==> config.mk <==
export PLATFORM = sky130hd
export DESIGN_NAME = relu_out
export DESIGN_NICKNAME = d
export VERILOG_FILES = /design/src/hdl/fp_pkg.sv /design/src/hdl/relu_out.sv
export SDC_FILE = /design/constraint.sdc
export NUM_CORES = 1
export LEC_CHECK = 0
export ABC_AREA = 1
export BUFFER_PORTS_ARGS = -buffer_cell sky130_fd_sc_hd__buf_2
export CAP_MARGIN = 25
export CORE_AREA = 5 5 59 61
export CTS_CLUSTER_SIZE = 12
export DETAILED_ROUTE_END_ITERATION = 10
export DIE_AREA = 0 0 64 66
export PLACE_DENSITY = 0.87
export SYNTH_ARGS = -nofsm -noshare
export SYNTH_HDL_FRONTEND = slang
export SYNTH_SLANG_ARGS = --single-unit
==> constraint.sdc <==
create_clock -name clk -period 6.4 [get_ports clk]
set_input_delay 0.64 -clock clk [delete_from_list [all_inputs] [get_ports clk]]
set_output_delay 0.64 -clock clk [all_outputs]
set_load 0.02 [all_outputs]
==> src/hdl/fp_pkg.sv <==
package fp_pkg;

	// single precision layout.
	localparam int fp_width = 32;
	localparam int exp_width = 8;
	localparam int man_width = 23;
	localparam int exp_bias = 127;

	localparam int exp_max = (1 << exp_width) - 1;   // all ones exponent.

	// leading zero count covers the hidden bit and the fraction.
	localparam int lz_width = $clog2(man_width + 2);

	typedef logic [fp_width-1:0] fp_word;

	localparam fp_word fp_zero = '0;

endpackage

==> src/hdl/relu_out.sv <==
`timescale 1ns/1ps

module relu_out
(
	input logic clk,
	input logic reset,
	input logic sum_valid,
	input fp_pkg::fp_word sum,
	input logic out_ack,
	output logic out_req,
	output fp_pkg::fp_word result,
	output logic full
);
	import fp_pkg::*;

	logic load;

	// busy until the acknowledge has returned low.
	assign full = out_req || out_ack;
	assign load = sum_valid && !full;

	always_ff @(posedge clk)
	begin
		if (reset)
			out_req <= 1'b0;
		else if (load)
			out_req <= 1'b1;
		else if (out_ack)
			out_req <= 1'b0;
	end

	// negative sums, negative zero included, become zero.
	always_ff @(posedge clk)
	begin
		if (load)
			result <= sum[fp_width-1] ? fp_zero : sum;
	end

	// the last tree stage has to hold its sum while this port is busy.
	sum_held: assert property (@(posedge clk) disable iff (reset)
		sum_valid && full |=> sum_valid)
		else $error("sum dropped while output was busy");

endmodule

# --- Yosys cells after proc, flatten, opt, wreduce, memory -nomap -nowiden ---
# Cells that the tools add are included.
totals:
  reg_bits: 33
  input_bits: 36
  out_inout_bits: 34
  elab_cells: 9
op_classes:
  mux: 2
  reduce_logical: 4
op_table:
  columns: ["operator", "n"]
  rows:
  - ["two-way mux 1 bit", 2]
  - ["nonzero test 2 bit", 1]
  - ["logical AND 1 bit", 1]
  - ["zero test 1 bit", 1]
  - ["logical OR 1 bit", 1]

# --- Longest topological paths before layout ---
depth:
  word_depth: 4
  depth_mapped: 3
  ltp_nobuf: 3

# --- Worst setup path after synthesis ---
# OpenSTA, ideal clock, no wires.
synth_path:
  kind: "in2reg"
  from: "input port out_ack"
  to: "register result[0] (enable)"
  setup_time_ps: 419
  t_arrival_ps: 2208
  required_time_ps: 5981
  setup_slack_ps: 3773
  path_stages: 3
  n_path_buf: 0
  path_cell_list: "inv_1 -> nand2_1 -> nor2_1"
synth_between:
  elab_chain_cells: 3
synth_rtl:
  columns: ["element", "line_no", "rtl"]
  rows:
  - ["from (decl)", "relu_out.sv:9", "input logic out_ack,"]
  - ["logical OR 1 bit", "relu_out.sv:19", "assign full = out_req || out_ack;"]
  - ["via full", "relu_out.sv:12", "output logic full"]
  - ["zero test 1 bit", "relu_out.sv:20", "assign load = sum_valid && !full;"]
  - ["logical AND 1 bit", "relu_out.sv:20", null]
  - ["via load", "relu_out.sv:16", "logic load;"]
  - ["to (signal assigned)", "relu_out.sv:36", "result <= sum[fp_width-1] ? fp_zero : sum;"]
  - ["to (decl)", "relu_out.sv:11", "output fp_pkg::fp_word result,"]
# The timed path passes the listed nets, and every way through them passes these cells.
# A chain may end at the register's enable or synchronous reset.

# --- Final worst setup path ---
layout_path:
  from: "input port out_ack"
  to: "output port full"
layout_between:
  elab_chain_cells: 1
layout_rtl:
  columns: ["element", "line_no"]
  rows:
  - ["logical OR 1 bit", "relu_out.sv:19"]
  - ["to (decl)", "relu_out.sv:12"]
# Every way passes these cells.

==> results.json <==
{
  "clock_sinks": 32,
  "hp-class": "register to register",
  "swShare_pct": 22.4,
  "htree_levels": 2,
  "critPathCaptureType": "output pin",
  "layout-drive-gt1-share_pct": 42.5,
  "p_clk_share_pct": 29.7,
  "peakVddDrop_v": 0.000149,
  "drc": 0,
  "routed_wl_mm": 2.31,
  "rsz0062_at_grt": "no",
  "tns_ns": 0,
  "area.growth.synth_to_final_pct": 33.2,
  "avgSynthCellArea_um2": 11.7,
  "p_leak_nw": 0.868,
  "regToRegSetupSlack_ns": 5.20,
  "cts-root-buf": "clkbuf_4",
  "dr.max_layer_used": "met4",
  "firstDrtPassIters": 5,
  "place_ws_ns": 4.74,
  "critPathLaunchType": "input pin",
  "grt_max_degree": 32,
  "dieHeight_um": 66,
  "fp-row-count": 20,
  "grt_overflow": 0,
  "clock_skew_ns": 0.00515,
  "yosys_register_bits": 32,
  "timing.fmax_ghz": 0.601,
  "reg2reg_depth": 4,
  "ios": 70,
  "pwr-share-seq_pct": 58.2,
  "clk_latency_ns": 0.31,
  "gp_routability_congestion": 0.735,
  "die_area_um2": 4220,
  "post-route-min-period_ns": 1.66,
  "wl_met3_um": 217,
  "r2r_end": "result[5]",
  "fillers": 264,
  "synthTopCellsByArea": "edfxtp_1 74%, inv_1 10%, nor2_1 10%, buf_6 2.7%, dfxtp_1 1.6%",
  "post_cts_buffers": 0,
  "drt_iter0_drc": 46,
  "hp-start": "out_req",
  "synth_top_cell_area_share_pct": 73.7,
  "syn_nets": 144,
  "finalHoldViolCount": 0,
  "antenna_found_initial": 0,
  "status": "completed",
  "synth_top_area_cell": "edfxtp_1",
  "grtUsageTotal_pct": 11.8,
  "crit_fanout": 2,
  "fin_ws_ns": 4.74,
  "wl_per_cell_um": 10.8,
  "yosys_warnings": 0,
  "n_antenna_cell": 0,
  "start_util_pct": 43.1,
  "grt_pass1_vias": 800,
  "maxSlewViolCount": 0,
  "intPower_w": 0.000325,
  "worstHoldEndpoint": "out_req",
  "path_class": "input pin to output pin",
  "min_period_over_period_pct": 26.0,
  "worstPathArrival_ns": 1.02,
  "holdBufCountCts": 0,
  "crit_required_ns": 5.76,
  "max-clock-path-buffers": 2,
  "synth_seq_area_share_pct": 75.3,
  "drtAntennaViolNets": 0,
  "via_per_inst": 4.10,
  "holdPathStages": 2,
  "netSwitchingPower_w": 0.0000939,
  "met1_length_um": 792,
  "ys_types": 8,
  "post_cts_resized": 0,
  "dr_wl_met2_mm": 1.25,
  "vias": 877,
  "fp.coreArea_um2": 2930,
  "clkSlewWorstSetupHoldPaths_ns": 0.09,
  "reg2reg_from": "out_req",
  "grt_pass1_wl_mm": 3.66,
  "comb_power_share_pct": 12.1,
  "powerDensity_nw_per_um2": 249,
  "portBuffers": 68,
  "cts_tree": "yes",
  "hpwl_mm": 1.79,
  "cts_buffers": 5,
  "final_common_cell": "buf_2",
  "num-nets-final": 216,
  "setup_viol": 0,
  "synth_cells": 108,
  "syn_area_um2": 1260,
  "drv_cap": 0,
  "final_cell_mix": "68 x buf_2, 35 x inv_1, 33 x nor2_1",
  "die_w_um": 64
}
kinds of logic after synthesis:
logic type    count (synthesis)  synth area share, %
buf+inv                      39                 13.7
simple gates                 36                 10.7
flops                        32                 75.3
other cells                   1                0.297
registers in the layout, indices dropped and copies added (netlist names):
signal / flops
out_req: 1
result: 31
layout make-up:
| cell class | instances | area [um^2] | share of cell area [%] |
|---|---|---|---|
| clock buffer | 8 | 68.8 | 4.09 |
| tap | 33 | 41.3 | 2.46 |
| multi-input combinational | 37 | 141 | 8.41 |
| sequential | 32 | 951 | 56.5 |
| timing repair buffer | 69 | 348 | 20.7 |
| inverter | 35 | 131 | 7.81 |
synth_stat cells:
| cell | instances |
|---|---|
| edfxtp_1 | 31 |
| nor2_1 | 34 |
| buf_4 | 1 |
| buf_6 | 3 |
| nand2_1 | 2 |
| conb_1 | 1 |
| dfxtp_1 | 1 |
| inv_1 | 35 |
worst max-delay path: stages:
cell	delay (ns)
buf_2	0.09
inv_1	0.06
nand2_1	0.07
buf_2	0.16
worst max path at each step:
stage,from,end,slack [ns],cells past startpoint
global route,out_ack,full,4.71,4
global placement,out_ack,full,4.75,4
floorplan,out_ack,result[0],3.77,3
detailed placement,out_ack,full,4.74,4
finish,out_ack,full,4.74,4
CTS,out_ack,full,4.74,4
stage by stage:
stage	utilization (%)	total power (W)	area, um^2	std cells	hold slack [ns]
floorplan	-	0.000279	1260	108	0.569
CTS	57.4	0.000425	1680	214	0.523
detailed placement	55.1	0.000301	1610	206	0.507
global placement	55.1	0.000299	1610	206	0.498
finish	57.4	0.000419	1680	214	0.517
global route	57.4	0.000439	1680	214	0.530
power groups by stage:
| stage | sequential, W | combinational [W] | clock, W |
|---|---|---|---|
| 6_report | 0.000244 | 0.0000507 | 0.000124 |
| 5_1_grt | 0.000245 | 0.0000560 | 0.000138 |
| 4_1_cts | 0.000244 | 0.0000517 | 0.000130 |
| 3_5_place_dp | 0.000249 | 0.0000516 | 0 |
| 3_3_place_gp | 0.000249 | 0.0000504 | 0 |
| 2_1_floorplan | 0.000263 | 0.0000167 | 0 |
layer usage:
layer,GRT usage (%),vias to the layer above
met2,20.2,34
li1,-,459
met5,0,-
met1,11.2,380
met3,4.93,4
met4,8.57,0
(Power assumes the default switching activity.)
