## src/hdl/fp_pkg.sv

```systemverilog
package fp_pkg;

	// single precision layout.
	localparam int fp_width = 32;
	localparam int exp_width = 8;
	localparam int man_width = 23;
	localparam int exp_bias = 127;

	localparam int exp_max = (1 << exp_width) - 1;   // all ones exponent.

	// leading zero count covers the hidden bit and the fraction.
	localparam int lz_width = $clog2(man_width + 2);

	typedef logic [fp_width-1:0] fp_word;

	localparam fp_word fp_zero = '0;

endpackage

```

## src/hdl/node_pkg.sv

```systemverilog
package node_pkg;
	import fp_pkg::*;

	localparam int node_inputs = 30;
	localparam int tree_levels = 5;

	// sums yielded by each adder level.
	localparam int level_width [tree_levels] = '{15, 8, 4, 2, 1};

	// operands entering each level.
	// an odd count gets a zero partner.
	localparam int level_inputs [tree_levels] = '{
		node_inputs,
		level_width[0],
		level_width[1],
		level_width[2],
		level_width[3]
	};

	localparam int activation_width = node_inputs * fp_width;

	localparam fp_word node_weights [node_inputs] = '{
		32'h3E053147, 32'h3DE5DACF, 32'h3E66DC6D, 32'hBE991BF3, 32'hBE510BB2,
		32'hBE94426D, 32'h3D8AB2F1, 32'h3EAE6C08, 32'hBEEC68E2, 32'hBE57D802,
		32'h3EA425FA, 32'hBD98B893, 32'hBD83C810, 32'hBF01F903, 32'hBEAF03D8,
		32'h3E14BEE8, 32'h3CAFC6A3, 32'hBE45825E, 32'h3DDCB627, 32'h3E13FAA8,
		32'hBE560F3F, 32'h3D9F9B3A, 32'hBE82C88C, 32'h3DD7AA41, 32'hBC619E12,
		32'h3E27E553, 32'h3E6AA462, 32'hBE2D63B6, 32'h3D8DB614, 32'hBE8198FA
	};

endpackage

```

## src/hdl/handshake_in.sv

```systemverilog
`timescale 1ns/1ps

module handshake_in
(
	input logic clk,
	input logic reset,
	input logic in_req,
	input logic [node_pkg::activation_width-1:0] activations,
	input logic advance,
	output logic in_ack,
	output logic cap_valid,
	output logic [node_pkg::activation_width-1:0] cap_data
);
	import node_pkg::*;

	typedef enum logic {hs_idle, hs_acked} hs_state_t;

	hs_state_t state;
	logic capture;
	logic pending;   // captured, not yet passed on.
	logic [activation_width-1:0] hold_data;

	assign capture = (state == hs_idle) && in_req && advance;
	assign in_ack = (state == hs_acked);

	always_ff @(posedge clk)
	begin
		if (reset)
			state <= hs_idle;
		else if (capture)
			state <= hs_acked;
		else if (state == hs_acked && !in_req)
			state <= hs_idle;   // return to zero phase.
	end

	always_ff @(posedge clk)
	begin
		if (reset)
		begin
			pending <= 1'b0;
			cap_valid <= 1'b0;
		end
		else if (advance)
		begin
			pending <= capture;
			cap_valid <= pending;
		end
	end

	always_ff @(posedge clk)
	begin
		if (capture)
			hold_data <= activations;
		if (advance && pending)
			cap_data <= hold_data;
	end

	// the source keeps its request and vector until it has seen in_ack.
	req_held: assert property (@(posedge clk) disable iff (reset)
		in_req && !in_ack |=> in_ack || (in_req && $stable(activations)))
		else $error("request or vector changed before in_ack");

endmodule

```

## config.mk

```make
export PLATFORM = sky130hd
export DESIGN_NAME = handshake_in
export DESIGN_NICKNAME = d
export VERILOG_FILES = /design/src/hdl/fp_pkg.sv /design/src/hdl/node_pkg.sv /design/src/hdl/handshake_in.sv
export SDC_FILE = /design/constraint.sdc
export NUM_CORES = 1
export LEC_CHECK = 0
export BUFFER_PORTS_ARGS = -buffer_cell sky130_fd_sc_hd__clkbuf_2
export CAP_MARGIN = 20
export CORE_AREA = 4 4 753 755
export CTS_BUF_LIST = sky130_fd_sc_hd__clkbuf_8
export DETAILED_ROUTE_END_ITERATION = 8
export DIE_AREA = 0 0 757 759
export MAX_ROUTING_LAYER = met4
export PLACE_DENSITY = 0.31
export SLEW_MARGIN = 20
export SYNTH_ARGS = -nofsm -noshare
export SYNTH_HDL_FRONTEND = slang
export SYNTH_SLANG_ARGS = --single-unit
```

## constraint.sdc

```tcl
create_clock -name clk -period 90.1 [get_ports clk]
set_input_delay 18.02 -clock clk [delete_from_list [all_inputs] [get_ports clk]]
set_output_delay 18.02 -clock clk [all_outputs]
set_load 0.05 [all_outputs]
```

# == Yosys cells after proc, flatten, opt, wreduce, memory -nomap -nowiden ==
# Index checks and enable logic that the tools add are counted.
# word_totals
register_bits,1923
in_bits,964
out_inout_bits,962
elab_cells,14
# op_classes
mux,2
bitwise,1
n_reduce_logical,6
# op_table
operator,n
logical AND 1 bit,4
two-way mux 1 bit,2
nonzero test 2 bit,1
zero test 1 bit,1
NOT 1 bit,1

# == Longest topological paths before layout ==
# depth
depth_word,4
ltp_mapped,2
mapped_depth_nobuf,2

# == Least setup slack after synthesis ==
# No wires, ideal clock.
# synth_path
kind,input port to flip-flop
start,input advance
end,register pending
setup_time_ps,162
t_arrival_ps,41292
t_required_ps,89938
path_slack_ps,48646
cell_stages,2
n_path_buf,0
path_cell_list,and3b_1 o21ba_1
# synth_between
elab_chain_cells,1
# synth_lines
element,line,text
"start, declared",handshake_in.sv:9,"input logic advance,"
logical AND 1 bit,handshake_in.sv:23,assign capture = (state == hs_idle) && in_req && advance;
"end signal, assigned",handshake_in.sv:45,pending <= capture;
"end, declared",handshake_in.sv:20,logic pending;
# Parallel ways exist; a longest one is shown, timed or not.
# A chain may end at the register's enable or synchronous reset.

# == Worst setup path in the final report ==
# layout_path
start,input advance
end,"register cap_data[54] in the netlist's numbering, enable pin"
# layout_between
elab_chain_cells,1
# layout_lines
element,line,text
logical AND 1 bit,handshake_in.sv:54,if (advance && pending)
"end signal, assigned",handshake_in.sv:55,cap_data <= hold_data;
"end, declared",handshake_in.sv:12,output logic [node_pkg::activation_width-1:0] cap_data
# No other way between the ends.

==> results.cfg <==
[status]
status = completed

[grt]
antenna_found_initial = 221
met3_usage = 0.0691
met2_usage = 0.174
use_met1 = 0.134
grt.total_usage = 0.117
first_global_vias = 33500
grt_busiest_layer = met2
grt_max_degree = 128
grt_pass1_wl_mm = 415
gr-total-overflow = 0

[timing]
period_share = 0.250
finClkSkew_ns = 0.0698
max_slew.worst_pin.slew_ns = 1.06
rsz0062_at_grt = no
fin_setup_tns_ns = 0
max_freq_ghz = 0.0445
max_slew_margin = 0.294
hold_viol = 0
setup_viol = 0
drv_slew = 0
fin_ws_ns = 67.62
final.min_clock_period_ns = 22.48

[routing]
ant_nets = 0
num_vias = 31800
drtIter0Drc = 2573
drc = 0
routed_via_density = 2.62
wl_per_cell_um = 28.3
dr.pass1.iters = 5
wl_mm = 342

[placed_design]
pre_cts_slack_ns = 66.49
dpl.hpwl_mm = 286
placedCellCount = 11400
port_buffers = 1925
gp_congestion = 0.912

[clock_network]
numCtsBuffers = 363
cts_setup_buffers = 0
cts_hold_buf = 0
cts_tree = yes
cts-resized-gates = 0
clock_path_buffers = 4
clkTransAtPathRegs_ns = 0.06
worstSkewPairLatency_ns = 1.10
htree_num_levels = 5
clock-sinks = 1923
cts-root-buf = clkbuf_8

[final_layout]
finalNonFillerCells = 12100
layout_common_cells = clkbuf_2 (1,925), edfxtp_1 (1,920), clkbuf_8 (365)
final_common_cell = clkbuf_2
final_util = 0.151
drive_gt1_frac = 0.534
fillers = 61800
syn_to_final_growth_pct = 46.0
layout.nets = 5219

[floorplanning]
die_h_um = 759
start_util = 0.103
ios = 1926
chipWidth_um = 757
design.die.area_um2 = 575000
num_rows = 275
placeableCoreArea_um2 = 560000

[hold_path]
hold_class = reg2reg

[critical_path]
worstSetupPathType = in2reg
critPathMaxFanout = 118
cp.arrival_ns = 23.13
crit_required_ns = 90.74
crit_path_start_kind = input pin
end_kind = flip-flop

[synthesis]
synthCells = 1931
synth_area_um2 = 57800
seq_area_frac_synth = 0.999
synth_cell_types = 9
avgSynthCellArea_um2 = 29.9
ys_warn_count = 0
synthesis.nets = 2895
synth_seq_cells = 1923

[pwr]
ir_drop_mv = 0.0181
leakage_nw = 29.9
p_per_area_nw_per_um2 = 23.5

[flow_run]
drv_cap = 0
[state kept, by name, indices dropped and copies added (netlist names)]
name	count
in_ack	1
hold_data	960
cap_valid	1
pending	1
cap_data	960
[power breakdown]
| group | internal (mW) | switching, mW |
|---|---|---|
| clock network | 0.440 | 0.416 |
| registers | 1.02 | 0.0177 |
| logic | 0.0209 | 0.0702 |
[worst max-delay path, stage by stage]
cell and delay (ns):
clkbuf_2 0.20, and2_4 0.66, buf_4 0.70, buf_4 0.54
buf_4 0.53, buf_12 0.53, buf_4 0.72, buf_4 0.76
[metal layers]
layer  up-vias  wire [um]
met3       528      48900
met5         -          0
met2      2225     148000
met4         0       9330
met1     16200     136000
li1      12800          -
[metrics by stage]
stage | hold WS (ns) | instance area (um^2) | total power [mW]
2_1_floorplan | 0.400 | 57800 | 1.11
3_3_place_gp | 0.400 | 77100 | 1.15
3_5_place_dp | 0.405 | 77100 | 1.15
4_1_cts | 0.344 | 84100 | 2.03
5_1_grt | 0.368 | 84300 | 2.07
6_report | 0.360 | 84300 | 1.98
[Yosys cell counts]
cell	number	area, um^2
and2_2	1	7.51
and2b_1	1	7.51
and3b_1	1	8.76
dfxtp_1	3	60.1
edfxtp_1	1920	57700
mux2i_1	1	10.0
nor2_1	2	7.51
nor3b_1	1	7.51
o21ba_1	1	10.0
[final timing paths]
path,startpoint,to,slack (ns),depth (start not counted)
min,hold_data[20],cap_data[20],0.36,0
max,advance,cap_data[54],67.62,8
min reg2reg,hold_data[20],cap_data[20],0.36,0
max reg2reg,in_ack,hold_data[802],84.40,7
[final cells by class]
type / count / area [um^2] / area share
well taps: 7479 / 9360 / 0.111
multi-input cells: 8 / 63.8 / 0.000757
clock inverters: 280 / 2000 / 0.0237
clock buffers: 365 / 5020 / 0.0596
diodes: 104 / 260 / 0.00309
repair buffers: 1959 / 9930 / 0.118
flip-flops and latches: 1923 / 57700 / 0.684
[cell families (layout without fill, tap and decap cells)]
| kind of cell | after synthesis | after routing | synth area share |
|---|---|---|---|
| compound gates | 1 | 1 | 0.000173 |
| buf+inv | 0 | 2604 | 0 |
| flops | 1923 | 1923 | 0.999 |
| mux | 1 | 1 | 0.000173 |
| other cells | 0 | 104 | 0 |
| simple gates | 6 | 6 | 0.000672 |
(Power assumes the default switching activity.)
